$ cat config.mk
export PLATFORM = sky130hd
export DESIGN_NAME = chipBusTop
export DESIGN_NICKNAME = d
export VERILOG_FILES = /design/src/common/chipBusPkg.sv /design/src/hdl/clockPhaseTracker.sv /design/src/chipReg/regSpaceDecoder.sv /design/src/chipReg/chipRegisterCycle.sv /design/src/hdl/chipBusTop.sv
export SDC_FILE = /design/constraint.sdc
export NUM_CORES = 1
export LEC_CHECK = 0
export BUFFER_PORTS_ARGS = -buffer_cell sky130_fd_sc_hd__buf_2
export CORE_MARGIN = 2
export CORE_UTILIZATION = 45
export CTS_CLUSTER_SIZE = 8
export DETAILED_ROUTE_END_ITERATION = 6
export GPL_TIMING_DRIVEN = 0
export PLACE_DENSITY = 0.72
export SYNTH_ARGS = -nofsm -noshare
export SYNTH_HDL_FRONTEND = slang
export SYNTH_HIERARCHICAL = 1
export SYNTH_SLANG_ARGS = --single-unit
export TNS_END_PERCENT = 10
$ cat constraint.sdc
create_clock -name CLK40 -period 3.55 [get_ports CLK40]
set_clock_uncertainty 0.15 [all_clocks]
set_input_delay 0.1775 -clock CLK40 [delete_from_list [all_inputs] [get_ports CLK40]]
set_output_delay 0.1775 -clock CLK40 [all_outputs]
set_load 0.1 [all_outputs]
$ cat src/common/chipBusPkg.sv
package chipBusPkg;

    //////////////////////////////////////////////////////////////////////
    // Widths
    //////////////////////////////////////////////////////////////////////

    typedef logic [23:0] cpuAddr_t;     // CPU byte address
    typedef logic [7:0]  regOffset_t;   // Word offset inside the register window

    // Register window at 0xDFF000, top 12 address bits compared
    localparam cpuAddr_t REG_BASE = 24'hDFF000;
    localparam cpuAddr_t REG_MASK = 24'hFFF000;

    //////////////////////////////////////////////////////////////////////
    // Structs
    //////////////////////////////////////////////////////////////////////

    // One-cycle pulses, one per C1/C3 phase edge
    typedef struct packed {
        logic c3Fall;   // Start of S2 when C1 is low
        logic c3Rise;   // S4 sample point
        logic c1Fall;   // S5, early read termination
        logic c1Rise;   // S7, end of cycle
    } phaseEvents_t;

    // Latched register request
    typedef struct packed {
        logic       rnw;        // High for read
        logic       upper;      // Upper byte lane, D15..D8
        logic       lower;      // Lower byte lane, D7..D0
        regOffset_t offset;     // Address bits 8..1
    } regRequest_t;

    //////////////////////////////////////////////////////////////////////
    // Sequencer states
    //////////////////////////////////////////////////////////////////////

    // Named after the MC68000 bus states they stand for
    typedef enum logic [2:0] {
        s2Idle = 3'd0,  // Waiting for a request on C3 fall
        s4Wait = 3'd1,  // Data strobes on, wait states while Agnus holds the bus
        s5Read = 3'd2,  // Read data latched early on C1 fall
        s6Hold = 3'd3,  // Hold until C3 falls
        s7End  = 3'd4   // Release strobes on C1 rise
    } regState_t;

endpackage

$ cat src/hdl/clockPhaseTracker.sv
`timescale 1ns/100ps

module clockPhaseTracker (
    input  logic                     CLK40,
    input  logic                     nRESET,
    input  logic                     C1,
    input  logic                     C3,
    output chipBusPkg::phaseEvents_t phase
);

    // Bit 0 and 1 are the sync stages, bit 2 the previous synced level
    logic [2:0] c1Hist;
    logic [2:0] c3Hist;
    logic [1:0] fillCount;  // Counts up until the history holds real samples
    logic       c1Moved;
    logic       c3Moved;
    chipBusPkg::phaseEvents_t phaseNext;

    assign c1Moved = c1Hist[1] ^ c1Hist[2];
    assign c3Moved = c3Hist[1] ^ c3Hist[2];

    // Legal order of (C1,C3) is 00 -> 10 -> 11 -> 01 -> 00
    // Each edge is one clock changing while the other holds its level
    always_comb begin
        phaseNext.c1Rise = c1Moved &&  c1Hist[1] && !c3Moved && !c3Hist[1];    // 00 -> 10
        phaseNext.c3Rise = c3Moved &&  c3Hist[1] && !c1Moved &&  c1Hist[1];    // 10 -> 11
        phaseNext.c1Fall = c1Moved && !c1Hist[1] && !c3Moved &&  c3Hist[1];    // 11 -> 01
        phaseNext.c3Fall = c3Moved && !c3Hist[1] && !c1Moved && !c1Hist[1];    // 01 -> 00
    end

    //////////////////////////////////////////////////////////////////////
    // Synchronizers and edge stage
    //////////////////////////////////////////////////////////////////////

    always_ff @(posedge CLK40) begin
        if (!nRESET) begin
            c1Hist    <= '1;
            c3Hist    <= '1;
            fillCount <= '0;
            phase     <= '0;
        end else begin
            c1Hist <= {c1Hist[1:0], C1};
            c3Hist <= {c3Hist[1:0], C3};
            if (fillCount != 2'd3) begin
                fillCount <= fillCount + 2'd1;
            end
            phase <= phaseNext;     // Pulse three cycles after the pin change
        end
    end

    // C1 and C3 are in quadrature, never both move at once
    a_oneClockMoves : assert property (@(posedge CLK40)
        disable iff (!nRESET || fillCount != 2'd3) !(c1Moved && c3Moved))
        else $error("C1 and C3 changed in the same cycle");

endmodule

$ cat src/chipReg/regSpaceDecoder.sv
`timescale 1ns/100ps

module regSpaceDecoder (
    input  logic                    CLK40,
    input  logic                    nRESET,
    input  logic                    tStart,
    input  chipBusPkg::cpuAddr_t    addr,
    input  logic                    rnw,
    input  logic [1:0]              siz,
    input  logic                    regTa,
    output logic                    regPending,
    output chipBusPkg::regRequest_t request
);

    logic                    inWindow;
    logic                    accept;
    chipBusPkg::regRequest_t decoded;

    // Only the top 12 bits select the chip register window
    assign inWindow = (addr & chipBusPkg::REG_MASK) ==
                      (chipBusPkg::REG_BASE & chipBusPkg::REG_MASK);
    assign accept   = tStart && inWindow && !regPending;    // Busy starts are dropped

    // Byte lanes from SIZ and A0, as a 68000 would drive UDS and LDS
    always_comb begin
        decoded.rnw    = rnw;
        decoded.upper  = !addr[0];                      // Even byte or word
        decoded.lower  = siz[1] || !siz[0] || addr[0];  // Odd byte, word or long
        decoded.offset = addr[8:1];
    end

    //////////////////////////////////////////////////////////////////////
    // Pending flag
    //////////////////////////////////////////////////////////////////////

    always_ff @(posedge CLK40) begin
        if (!nRESET) begin
            regPending <= 1'b0;
        end else if (regTa) begin
            regPending <= 1'b0;     // Released by the acknowledge
        end else if (accept) begin
            regPending <= 1'b1;
        end
    end

    // Request payload
    always_ff @(posedge CLK40) begin
        if (accept) begin
            request <= decoded;
        end
    end

endmodule

$ cat src/chipReg/chipRegisterCycle.sv
`timescale 1ns/100ps

module chipRegisterCycle (
    input  logic                     CLK40,
    input  logic                     nRESET,
    input  chipBusPkg::phaseEvents_t phase,
    input  logic                     regPending,
    input  chipBusPkg::regRequest_t  request,
    input  logic                     nDBR,      // Agnus DMA owns the bus when low
    input  logic                     casAgnus,  // Agnus CAS cycle in progress
    output logic                     nAS,
    output logic                     nUDS,
    output logic                     nLDS,
    output logic                     nREGEN,
    output logic                     regTa,
    output logic                     regCycle,
    output chipBusPkg::regOffset_t   regOffset
);

    chipBusPkg::regState_t state;

    logic asEn;         // Address strobe
    logic dsEn;         // Data strobe enable, gated with the lanes
    logic regEn;        // Register buffer enable
    logic cycleRnw;     // Direction of the running cycle
    logic laneUpper;
    logic laneLower;
    logic busFree;

    // Agnus lets go when DBR is negated and no CAS cycle is running
    assign busFree = nDBR && !casAgnus;

    assign nAS    = !asEn;
    assign nREGEN = !regEn;
    assign nUDS   = !(laneUpper && dsEn);
    assign nLDS   = !(laneLower && dsEn);

    //////////////////////////////////////////////////////////////////////
    // MC68000 register cycle
    //////////////////////////////////////////////////////////////////////

    always_ff @(posedge CLK40) begin
        if (!nRESET) begin
            state    <= chipBusPkg::s2Idle;
            asEn     <= 1'b0;
            dsEn     <= 1'b0;
            regEn    <= 1'b0;
            regTa    <= 1'b0;
            regCycle <= 1'b0;
        end else begin
            regTa <= 1'b0;  // Acknowledge is a single pulse
            case (state)
                chipBusPkg::s2Idle: begin
                    // Cycles start with C1 and C3 both low
                    if (phase.c3Fall && regPending) begin
                        asEn     <= 1'b1;
                        regEn    <= 1'b1;
                        dsEn     <= request.rnw;    // Read strobes go with AS
                        regCycle <= 1'b1;
                        state    <= chipBusPkg::s4Wait;
                    end else begin
                        regCycle <= 1'b0;
                    end
                end

                chipBusPkg::s4Wait: begin
                    if (phase.c3Rise) begin
                        dsEn <= 1'b1;               // Write strobes come here
                        if (busFree) begin
                            state <= chipBusPkg::s5Read;
                        end                         // Else wait for the next C3 rise
                    end
                end

                chipBusPkg::s5Read: begin
                    if (phase.c1Fall) begin
                        regTa <= cycleRnw;          // Early termination for reads
                        state <= chipBusPkg::s6Hold;
                    end
                end

                chipBusPkg::s6Hold: begin
                    if (phase.c3Fall) begin
                        state <= chipBusPkg::s7End;
                    end
                end

                chipBusPkg::s7End: begin
                    if (phase.c1Rise) begin
                        asEn  <= 1'b0;
                        dsEn  <= 1'b0;
                        regEn <= 1'b0;
                        regTa <= !cycleRnw;         // Writes end with the strobes
                        state <= chipBusPkg::s2Idle;
                    end
                end

                default: state <= chipBusPkg::s2Idle;
            endcase
        end
    end

    // Lanes, direction and offset held for the whole cycle
    always_ff @(posedge CLK40) begin
        if (state == chipBusPkg::s2Idle && phase.c3Fall && regPending) begin
            cycleRnw  <= request.rnw;
            laneUpper <= request.upper;
            laneLower <= request.lower;
            regOffset <= request.offset;
        end
    end

    //////////////////////////////////////////////////////////////////////
    // Bus rules
    //////////////////////////////////////////////////////////////////////

    a_dsInsideAs : assert property (@(posedge CLK40) disable iff (!nRESET)
        (!nUDS || !nLDS) |-> !nAS)
        else $error("Data strobe low while AS is high");

    a_taSingle : assert property (@(posedge CLK40) disable iff (!nRESET)
        regTa |=> !regTa)
        else $error("Acknowledge longer than one cycle");

    // Write acknowledge lands in the cycle where REGEN goes high
    a_taInCycle : assert property (@(posedge CLK40) disable iff (!nRESET)
        regTa |-> (!nREGEN || $rose(nREGEN)))
        else $error("Acknowledge outside a register cycle");

endmodule

$ cat src/hdl/chipBusTop.sv
`timescale 1ns/100ps

module chipBusTop (
    input  logic                   CLK40,
    input  logic                   nRESET,
    input  logic                   C1,
    input  logic                   C3,
    input  logic                   tStart,
    input  chipBusPkg::cpuAddr_t   addr,
    input  logic                   rnw,
    input  logic [1:0]             siz,
    input  logic                   nDBR,
    input  logic                   casAgnus,
    output logic                   nAS,
    output logic                   nUDS,
    output logic                   nLDS,
    output logic                   nREGEN,
    output logic                   regTa,
    output logic                   regCycle,
    output chipBusPkg::regOffset_t regOffset
);

    chipBusPkg::phaseEvents_t phase;        // C1/C3 edge pulses
    chipBusPkg::regRequest_t  request;      // Latched CPU request
    logic                     regPending;

    //////////////////////////////////////////////////////////////////////
    // System clock phases
    //////////////////////////////////////////////////////////////////////

    clockPhaseTracker clockPhaseTracker_i (
        .CLK40  (CLK40),
        .nRESET (nRESET),
        .C1     (C1),
        .C3     (C3),
        .phase  (phase)
    );

    // CPU side, catches the register window
    regSpaceDecoder regSpaceDecoder_i (
        .CLK40      (CLK40),
        .nRESET     (nRESET),
        .tStart     (tStart),
        .addr       (addr),
        .rnw        (rnw),
        .siz        (siz),
        .regTa      (regTa),        // Acknowledge frees the request
        .regPending (regPending),
        .request    (request)
    );

    // Emulated 68000 cycle toward Agnus and the custom chips
    chipRegisterCycle chipRegisterCycle_i (
        .CLK40      (CLK40),
        .nRESET     (nRESET),
        .phase      (phase),
        .regPending (regPending),
        .request    (request),
        .nDBR       (nDBR),
        .casAgnus   (casAgnus),
        .nAS        (nAS),
        .nUDS       (nUDS),
        .nLDS       (nLDS),
        .nREGEN     (nREGEN),
        .regTa      (regTa),
        .regCycle   (regCycle),
        .regOffset  (regOffset)
    );

endmodule

==> flow_metrics.py, run 1 <==
metrics = {
    "status": {
        "status": "completed",
    },
    "setup_path": {
        "crit_buf_inv": 2,
        "slowest_delay_ns": 0.50,
        "crit_required_ns": 3.40,
        "slowest_stage": "or4_4",
        "critPathMaxFanout": 11,
        "start_kind": "register",
        "worst-setup-path-type": "reg -> reg",
        "critPathCaptureType": "register",
        "crit_family": "buffers and inverters",
        "crit_chain": "buf_2 -> or4_4 -> inv_1",
        "worstPathArrival_ns": 1.75,
    },
    "synthesis": {
        "ys_warn_count": 6,
        "syn_area_um2": 1533,
        "yosysSeqAreaShare_pct": 66.61,
        "syn_area_per_cell_um2": 13.44,
        "yosys.area.top_type": "edfxtp_1",
        "synthArstFlopShare_pct": 0,
        "syn-num-nets": 152,
        "synth_edf_count": 22,
        "netlist_instances": 114,
        "synth_flop_cell": "edfxtp_1",
        "ys_ff_latch": 40,
        "synthTopCellsByArea": "edfxtp_1, dfxtp_1, ha_1",
        "synth.distinct_cells": 38,
        "yosys.area.top_type_share_pct": 43.10,
        "synth_top_cells_by_count": "edfxtp_1, dfxtp_1, inv_1",
        "synth_most_common_cell": "edfxtp_1",
    },
    "sta": {
        "finalSetupTns_ns": 0,
        "slew_violations": 0,
        "hold_slack_ns": 0.1270,
        "finalCritPeriodShare_pct": 53.50,
        "slew_headroom_pct": 38.74,
        "hold_viol": 0,
        "setup_viol": 0,
        "clock.fmax_ghz": 0.5265,
        "finalCriticalPeriod_ns": 1.899,
        "worstMarginPinSlew_ns": 0.9170,
        "rsz0062_at_grt": "no",
    },
    "place": {
        "place_hpwl_um": 1970,
        "io_buffers": 44,
        "dp_cells": 204,
        "placed_cell_area_um2": 1810,
        "place.gp.congestion": 0.7421,
    },
    "route": {
        "via_count": 1118,
        "dr_wl_met2_um": 1459,
        "wl_met3_um": 203,
        "ant_nets": 0,
        "wl_met1_um": 1183,
        "wl_per_cell_um": 12.63,
        "drc_errors": 0,
        "routed_wl_um": 2893,
        "drt-initial-drc-count": 19,
        "vias_per_cell": 4.882,
        "first_pass_iters": 4,
        "top_layer_used": "met4",
    },
    "global_route": {
        "overflow": 0,
        "antenna_found_initial": 0,
        "grt_max_degree": 16,
        "grt_pass1_wl_um": 4899,
        "grt.total_usage_pct": 16.66,
        "grt_pass1_vias": 1053,
    },
    "final_layout": {
        "nNetsFinal": 220,
        "fin_cells": 229,
        "fin_area_um2": 2029,
        "syn_to_final_growth_pct": 32.41,
        "layout-drive-gt1-share_pct": 32.79,
        "antenna_cells": 0,
        "n_fill_cell": 286,
    },
    "pwr": {
        "p_leak_nw": 0.8523,
        "vdd_drop_max_v": 0.0002507,
        "cellPowerDensity_nw_per_um2": 461.4,
        "finalPower_mw": 0.9364,
    },
    "clock_network": {
        "cts.clk_slew.worst_paths_ns": 0.11,
        "clkLatencyLatePin_ns": 0.34,
        "numCtsBuffers": 5,
        "htree_levels": 2,
        "clock_path_buffers": 2,
        "cts_root_buf": "clkbuf_4",
        "clock-sinks": 40,
        "cts_setup_buffers": 0,
        "cts_tree": "built",
    },
    "die": {
        "pin_count": 48,
        "start_util_pct": 46.30,
        "die_w_um": 62.36,
        "coreArea_um2": 3311,
        "die_area_um2": 3889,
        "num_rows": 21,
        "die_h_um": 62.36,
    },
    "run": {
        "cap_violations": 0,
    },
    "worst_hold_path": {
        "hold_class": "in -> reg",
    },
}
routing by layer:
layer	track usage (%)	up-vias
met5	0	-
li1	-	547
met3	5.978	6
met4	6.667	0
met2	28.26	49
met1	19.25	516
logic make-up (layout without fill, tap and decap cells):
kind of cell             after synthesis  count (layout)  share of synthesized area (%)
adder cells (fa/ha/maj)                4               4                          3.265
AND/OR/NAND/NOR                       39              39                          16.73
AO/OA/AOI/OAI                         17              17                          8.654
flip-flops                            40              40                          66.61
buffers and inverters                 14              83                          4.735
per-stage QoR:
stage               util, %  setup slack (ns)
CTS                   61.30             1.648
detailed placement    54.69             1.473
global route          61.30             1.578
finish                61.30             1.651
global placement      54.69             1.561
floorplan                 -             1.813
cell usage in the layout (no fill, tap or decap), types with 2 or more instances in the layout:
cell	netlist	layout
a21oi_1	4	4
and4_1	2	2
and4b_1	2	2
buf_2	1	45
buf_6	2	2
clkbuf_1	0	2
clkbuf_4	0	5
dfxtp_1	18	18
dlygate4sd3_1	0	17
edfxtp_1	22	22
ha_1	4	4
inv_1	10	10
nand2_1	8	8
nand2b_1	8	8
nor2_1	3	3
nor2b_1	2	2
nor3_1	3	3
o21ai_0	2	2
flip-flops by register name, indices dropped and copies added (netlist names):
name and flops:
chipRegisterCycle_i/dsEn 1, regSpaceDecoder_i/request 11, clockPhaseTracker_i/phase 4, clockPhaseTracker_i/c1Hist 3
chipRegisterCycle_i/regEn 1, chipRegisterCycle_i/regTa 1, chipRegisterCycle_i/laneLower 1, chipRegisterCycle_i/cycleRnw 1
chipRegisterCycle_i/regOffset 8, regSpaceDecoder_i/regPending 1, chipRegisterCycle_i/laneUpper 1, chipRegisterCycle_i/state 3
clockPhaseTracker_i/c3Hist 3, chipRegisterCycle_i/regCycle 1
area by class of cell:
type,count,area (um2),share of cell area [%]
sequential,40,1021,50.31
multi-input combinational,60,439.2,21.64
clock inverter,1,3.754,0.1850
clock buffer,7,45.04,2.219
tap,46,57.56,2.836
buffer,4,35.03,1.726
timing repair buffer,61,390.4,19.24
inverter,10,37.54,1.850
power by group:
group / switching, mW / internal, mW
clock: 0.134 / 0.0762
sequential: 0.0131 / 0.502
combinational: 0.117 / 0.0940
total: 0.264 / 0.672
path summary, 6_finish.rpt:
kind / end / cells past startpoint / slack, ns / from
min reg2reg: clockPhaseTracker_i/c1Hist[1] / 1 / 0.27 / clockPhaseTracker_i/c1Hist[0]
min: regSpaceDecoder_i/regPending / 4 / 0.13 / addr[16]
max reg2reg: chipRegisterCycle_i/regOffset[2] / 3 / 1.65 / chipRegisterCycle_i/state[1]
max: chipRegisterCycle_i/regOffset[2] / 3 / 1.65 / chipRegisterCycle_i/state[1]
timing repair:
action,4_1_cts,5_1_grt
resized for setup,0,0
endpoints found under the hold margin,17,0
hold buffers,17,0
worst register-to-register path: stages, from the launching register on:
cell and delay, ns:
dfxtp_1 0.38, buf_2 0.20, or4_4 0.50, inv_1 0.33
Power figures use the tool's default switching activity.
==> inputs of run 2 (changes only) <==
--- a/config.mk
+++ b/config.mk
@@ -5,13 +5,14 @@
 export SDC_FILE = /design/constraint.sdc
 export NUM_CORES = 1
 export LEC_CHECK = 0
+export ABC_AREA = 1
 export BUFFER_PORTS_ARGS = -buffer_cell sky130_fd_sc_hd__buf_2
 export CORE_MARGIN = 2
 export CORE_UTILIZATION = 45
 export CTS_CLUSTER_SIZE = 8
 export DETAILED_ROUTE_END_ITERATION = 6
 export GPL_TIMING_DRIVEN = 0
-export PLACE_DENSITY = 0.72
+export PLACE_DENSITY = 0.74
 export SYNTH_ARGS = -nofsm -noshare
 export SYNTH_HDL_FRONTEND = slang
 export SYNTH_HIERARCHICAL = 1
==> constraint.sdc (replaced) <==
create_clock -name CLK40 -period 1.5 [get_ports CLK40]
set_clock_uncertainty 0.15 [all_clocks]
set_input_delay 0.075 -clock CLK40 [delete_from_list [all_inputs] [get_ports CLK40]]
set_output_delay 0.075 -clock CLK40 [all_outputs]
set_load 0.1 [all_outputs]
==> flow_metrics.py, run 2 <==
metrics = {
    "status": {
        "status": "completed",
    },
    "synthesis": {
        "synth_top_cells_by_count": "nand2_1, inv_1, edfxtp_1",
        "yosys.area.top_type": "edfxtp_1",
        "synthArstFlopShare_pct": 0,
        "yosysSeqAreaShare_pct": 63.70,
        "syn_area_per_cell_um2": 9.955,
        "netlist_instances": 161,
        "syn-num-nets": 199,
        "synth_flop_cell": "edfxtp_1",
        "synthTopCellsByArea": "edfxtp_1, dfxtp_1, nand2_1",
        "ys_warn_count": 6,
        "syn_area_um2": 1603,
        "synth_edf_count": 22,
        "yosys.area.top_type_share_pct": 41.22,
        "ys_ff_latch": 40,
        "synth.distinct_cells": 18,
        "synth_most_common_cell": "nand2_1",
    },
    "die": {
        "pin_count": 48,
        "die_w_um": 63.68,
        "coreArea_um2": 3390,
        "die_area_um2": 4055,
        "die_h_um": 63.68,
        "start_util_pct": 47.29,
        "num_rows": 21,
    },
    "route": {
        "drc_errors": 0,
        "wl_per_cell_um": 10.94,
        "routed_wl_um": 3031,
        "via_count": 1223,
        "ant_nets": 0,
        "vias_per_cell": 4.415,
        "first_pass_iters": 4,
        "drt-initial-drc-count": 73,
    },
    "setup_path": {
        "crit_chain": "dlygate4sd3_1 -> buf_2 -> buf_6 -> nand2_1 -> dlygate4sd3_1",
        "critPathCaptureType": "register",
        "regToRegStartpoint": "chipRegisterCycle_i/state[0]",
        "worstPathArrival_ns": 1.55,
        "crit_family": "buffers and inverters",
        "crit_buf_inv": 4,
        "cp_common_cell": "dlygate4sd3_1",
        "timing.rr.end": "chipRegisterCycle_i/regOffset[4]",
        "r2r_cells": 4,
        "slowest_stage": "dlygate4sd3_1",
        "start_kind": "primary input",
        "worst-setup-path-type": "in -> reg",
        "slowest_delay_ns": 0.55,
        "reg2reg_setup_slack_ns": 0.10,
        "critPathMaxFanout": 9,
        "crit_required_ns": 1.59,
    },
    "sta": {
        "slew_violations": 0,
        "slew_headroom_pct": 67.42,
        "setup_viol": 0,
        "clock.fmax_ghz": 0.6840,
        "finalCriticalPeriod_ns": 1.462,
        "finalSetupTns_ns": 0,
        "hold_viol": 0,
        "finalCritPeriodShare_pct": 97.47,
        "hold_slack_ns": 0.02981,
        "rsz0062_at_grt": "no",
        "worstMarginPinSlew_ns": 0.4922,
    },
    "final_layout": {
        "nNetsFinal": 268,
        "final_common_cell": "buf_2",
        "regMostFlops": "regSpaceDecoder_i/request",
        "largest_register_ff_count": 11,
        "antenna_cells": 0,
        "final_cell_mix": "buf_2, nand2_1, inv_1",
        "syn_to_final_growth_pct": 34.74,
        "fin_area_um2": 2160,
        "layout-drive-gt1-share_pct": 33.33,
        "top_regs": "regSpaceDecoder_i/request: 11 flops, chipRegisterCycle_i/regOffset: 8 flops, clockPhaseTracker_i/phase: 4 flops",
    },
    "global_route": {
        "grt_max_degree": 14,
        "overflow": 0,
        "grt_pass1_wl_um": 5050,
        "antenna_found_initial": 0,
        "grt_pass1_vias": 1183,
        "grt.total_usage_pct": 16.69,
    },
    "place": {
        "placed_cell_area_um2": 1884,
        "place.gp.congestion": 0.8567,
        "io_buffers": 44,
        "place_hpwl_um": 2129,
    },
    "worst_hold_path": {
        "hold_class": "in -> reg",
        "min_path_cells": 4,
        "whs_endpoint": "regSpaceDecoder_i/request[8]",
        "worstHoldStart": "siz[1]",
    },
    "clock_network": {
        "clkLatencyLatePin_ns": 0.35,
        "numCtsBuffers": 5,
        "clock-sinks": 40,
        "cts.clk_slew.worst_paths_ns": 0.11,
        "clock_path_buffers": 2,
        "cts_tree": "built",
        "htree_levels": 2,
        "cts_root_buf": "clkbuf_4",
    },
    "pwr": {
        "p_leak_nw": 0.9645,
        "cellPowerDensity_nw_per_um2": 1152,
        "vdd_drop_max_v": 0.0007105,
    },
    "run": {
        "cap_violations": 0,
    },
}
run 2: per-layer routing:
metal | vias up | routed length (um) | global-route usage (%)
met5 | - | 0 | 0
met4 | 0 | 74 | 7.337
met3 | 8 | 122 | 5.000
met2 | 32 | 1559 | 29.08
met1 | 541 | 1274 | 18.74
li1 | 642 | - | -
run 2: layout make-up:
cell class / count / area (um2)
fill: 287 / 1230
clock inverter: 3 / 18.77
inverter: 29 / 112.6
clock buffer: 5 / 37.54
tap: 46 / 57.56
timing repair buffer: 62 / 420.4
buffer: 2 / 18.77
sequential: 40 / 1022
multi-input combinational: 90 / 471.7
run 2: worst max path at each step:
stage	start	end	slack [ns]	cells past startpoint
2_1_floorplan	chipRegisterCycle_i/state[0]	chipRegisterCycle_i/cycleRnw	-0.003	3
3_3_place_gp	chipRegisterCycle_i/state[1]	chipRegisterCycle_i/cycleRnw	-0.22	3
3_5_place_dp	chipRegisterCycle_i/state[1]	chipRegisterCycle_i/cycleRnw	-0.24	3
4_1_cts	chipRegisterCycle_i/state[1]	chipRegisterCycle_i/laneLower	0.005	4
5_1_grt	nRESET	clockPhaseTracker_i/c1Hist[0]	0.008	5
6_report	nRESET	clockPhaseTracker_i/c1Hist[0]	0.04	5
run 2: what timing repair did:
action | CTS | global route
endpoints found under the setup margin | 25 | 16
buffers inserted | 1 | 0
pin swaps | 1 | 1
hold buffers | 17 | 0
hold endpoints to repair | 27 | 0
gates resized for setup | 3 | 6
run 2: report_power, final:
part / total, mW / switching, mW / internal [mW]
Clock: 0.515 / 0.339 / 0.176
Sequential: 1.27 / 0.0693 / 1.20
Combinational: 0.706 / 0.446 / 0.260
run 2: kinds of logic after synthesis:
group,Yosys count,synth area share (%)
flip-flops,40,63.70
AND/OR/NAND/NOR,77,22.40
buffers and inverters,31,7.962
adder cells (fa/ha/maj),4,3.123
AO/OA/AOI/OAI,9,2.810
run 2: stage by stage:
| stage | instances | utilization, % | total power [mW] | setup slack (ns) |
|---|---|---|---|---|
| 3_3_place_gp | 251 | 55.59 | 1.910 | -0.2201 |
| 4_1_cts | 277 | 63.23 | 2.478 | 0.004617 |
| 2_1_floorplan | 161 | - | 1.785 | -0.002827 |
| 5_1_grt | 277 | 63.71 | 2.652 | 0.007732 |
| 6_report | 277 | 63.71 | 2.488 | 0.03801 |
| 3_5_place_dp | 251 | 55.59 | 1.922 | -0.2415 |
run 2: worst min-delay path, delay by kind of cell:
kind,cells,cell delay [ns]
simple gates,2,0.08
buf+inv,2,0.26
==> inputs of run 3 (changes only) <==
--- a/config.mk
+++ b/config.mk
@@ -6,13 +6,12 @@
 export NUM_CORES = 1
 export LEC_CHECK = 0
 export ABC_AREA = 1
-export BUFFER_PORTS_ARGS = -buffer_cell sky130_fd_sc_hd__buf_2
 export CORE_MARGIN = 2
-export CORE_UTILIZATION = 45
+export CORE_UTILIZATION = 38
 export CTS_CLUSTER_SIZE = 8
 export DETAILED_ROUTE_END_ITERATION = 6
+export DONT_BUFFER_PORTS = 1
 export GPL_TIMING_DRIVEN = 0
-export PLACE_DENSITY = 0.74
 export SYNTH_ARGS = -nofsm -noshare
 export SYNTH_HDL_FRONTEND = slang
 export SYNTH_HIERARCHICAL = 1
==> flow_metrics.py, run 3 (same netlist as run 2, synthesis figures left out) <==
metrics = {
    "final_layout": {
        "final_common_cell": "nand2_1",
        "top_regs": "regSpaceDecoder_i/request: 11 flops, chipRegisterCycle_i/regOffset: 8 flops, clockPhaseTracker_i/phase: 4 flops",
        "largest_register_ff_count": 11,
        "fin_area_um2": 1992,
        "antenna_cells": 0,
        "nNetsFinal": 225,
        "final_core_util_pct": 49.44,
        "layout-drive-gt1-share_pct": 20.21,
        "fin_cells": 238,
        "syn_to_final_growth_pct": 24.28,
        "final_cell_mix": "nand2_1, inv_1, edfxtp_1",
        "regMostFlops": "regSpaceDecoder_i/request",
    },
    "setup_path": {
        "cp.depth": 2,
        "slowest_delay_ns": 0.44,
        "timing.rr.end": "chipRegisterCycle_i/laneLower",
        "crit_chain": "clkinvlp_4 -> buf_12",
        "critPathMaxFanout": 2,
        "crit_required_ns": 1.27,
        "slowest_stage": "clkinvlp_4",
        "reg2reg_setup_slack_ns": 0.08,
        "crit_start": "chipRegisterCycle_i/regEn",
        "critPathCaptureType": "output port",
        "start_kind": "register",
        "critPathCapture": "nREGEN",
        "r2r_cells": 4,
        "regToRegStartpoint": "chipRegisterCycle_i/state[0]",
        "worstPathArrival_ns": 1.44,
        "crit_family": "buffers and inverters",
        "worst-setup-path-type": "reg -> out",
        "crit_buf_inv": 2,
    },
    "sta": {
        "slew_violations": 0,
        "hold_slack_ns": 0.04884,
        "worstMarginPinSlew_ns": 0.9029,
        "clock.fmax_ghz": 0.6022,
        "hold_viol": 0,
        "setup_viol": 1,
        "rsz0062_at_grt": "yes",
        "slew_headroom_pct": 39.93,
        "timing.final.ws_setup_ns": -0.1605,
        "finalCritPeriodShare_pct": 110.7,
        "finalCriticalPeriod_ns": 1.660,
        "finalSetupTns_ns": -0.1605,
    },
    "clock_network": {
        "cts_root_buf": "clkbuf_8",
        "clock-sinks": 40,
        "cts.clk_slew.worst_paths_ns": 0.07,
        "clock_path_buffers": 2,
        "htree_levels": 2,
        "clkLatencyLatePin_ns": 0.28,
        "numCtsBuffers": 5,
        "cts_tree": "built",
    },
    "route": {
        "drc_errors": 0,
        "wl_per_cell_um": 11.62,
        "wl_met3_um": 208,
        "routed_wl_um": 2765,
        "wl_met1_um": 1160,
        "dr_wl_met2_um": 1361,
        "top_layer_used": "met4",
        "vias_per_cell": 4.567,
        "drt-initial-drc-count": 83,
        "via_count": 1087,
        "first_pass_iters": 4,
        "ant_nets": 0,
    },
    "run": {
        "cap_violations": 0,
    },
    "place": {
        "post-place-ws_ns": -0.2398,
        "place.gp.congestion": 0.8431,
        "io_buffers": 0,
        "place_hpwl_um": 1948,
        "dp_cells": 211,
        "placed_cell_area_um2": 1669,
    },
    "pwr": {
        "p_switching_mw": 0.8498,
        "combinationalPowerShare_pct": 25.2,
        "finalPower_mw": 2.595,
        "p_int_mw": 1.746,
        "vdd_drop_max_v": 0.0006879,
        "cellPowerDensity_nw_per_um2": 1303,
        "pwr-share-clk_pct": 25.7,
        "p_leak_nw": 0.8245,
        "p_seq_share_pct": 49.0,
        "switching_share_pct": 32.74,
    },
    "global_route": {
        "overflow": 0,
        "grt.total_usage_pct": 12.37,
        "antenna_found_initial": 0,
        "grt_max_degree": 14,
        "grt_pass1_wl_um": 4236,
        "grt_pass1_vias": 961,
    },
    "die": {
        "num_rows": 23,
        "coreArea_um2": 4029,
        "start_util_pct": 39.78,
        "die_w_um": 68.95,
        "pin_count": 48,
        "die_h_um": 68.95,
        "die_area_um2": 4753,
    },
    "status": {
        "violations": "setup timing",
        "status": "finished with violations",
    },
    "worst_hold_path": {
        "hold_class": "in -> reg",
    },
}
==> run 3: cell types whose count changed in the layout (fill, tap and decap cells not counted), moves of 2 or more <==
cell / change
dfxtp_1: -3
buf_2: -41
dfxtp_2: +3
nand2_1: -2
clkbuf_4: -7
clkbuf_8: +5
nand2_2: +2
==> run 3: power by group through the flow <==
stage | Sequential [mW] | Clock (mW) | Combinational, mW
global route | 1.28 | 0.740 | 0.734
global placement | 1.28 | 0 | 0.592
finish | 1.27 | 0.668 | 0.655
detailed placement | 1.28 | 0 | 0.594
floorplan | 1.27 | 0 | 0.517
CTS | 1.26 | 0.690 | 0.645
==> run 3: final cells by class <==
cell class,count,area (um2)
Buffer,2,31.28
Clock buffer,6,72.57
Clock inverter,2,12.51
Fill cell,375,2037
Inverter,29,112.6
Multi-Input combinational cell,90,474.2
Sequential cell,40,1026
Tap cell,50,62.56
Timing Repair Buffer,19,200.2
==> run 3: routing by layer <==
layer / up-vias / GRT usage (%)
met3: 5 / 4.708
met4: 0 / 3.676
li1: 552 / -
met2: 39 / 21.03
met1: 491 / 14.49
met5: - / 0
==> run 3: worst min-delay path by stage <==
stage / from / endpoint / slack (ns) / depth (start not counted)
floorplan: C1 / clockPhaseTracker_i/c1Hist[0] / 0.01 / 2
global placement: C3 / clockPhaseTracker_i/c3Hist[0] / 0.02 / 2
detailed placement: C1 / clockPhaseTracker_i/c1Hist[0] / 0.02 / 2
CTS: nDBR / chipRegisterCycle_i/state[0] / 0.05 / 5
global route: addr[21] / regSpaceDecoder_i/request[6] / 0.07 / 3
finish: nDBR / chipRegisterCycle_i/state[0] / 0.05 / 5
==> run 3: worst reg2reg max path, cell delays in order (launching register included) <==
cell and delay, ns:
dfxtp_1 0.38, nor2_4 0.20, nand2_1 0.13, nor2_4 0.14
buf_12 0.14
==> run 3: repair_timing <==
| item | in CTS | in global routing |
|---|---|---|
| pin swaps | 1 | 1 |
| gates resized for setup | 9 | 4 |
| setup buffers | 2 | 0 |
| gates cloned | 0 | 0 |
| hold endpoints to repair | 29 | 0 |
| endpoints found under the setup margin | 28 | 21 |
| hold buffers | 17 | 0 |
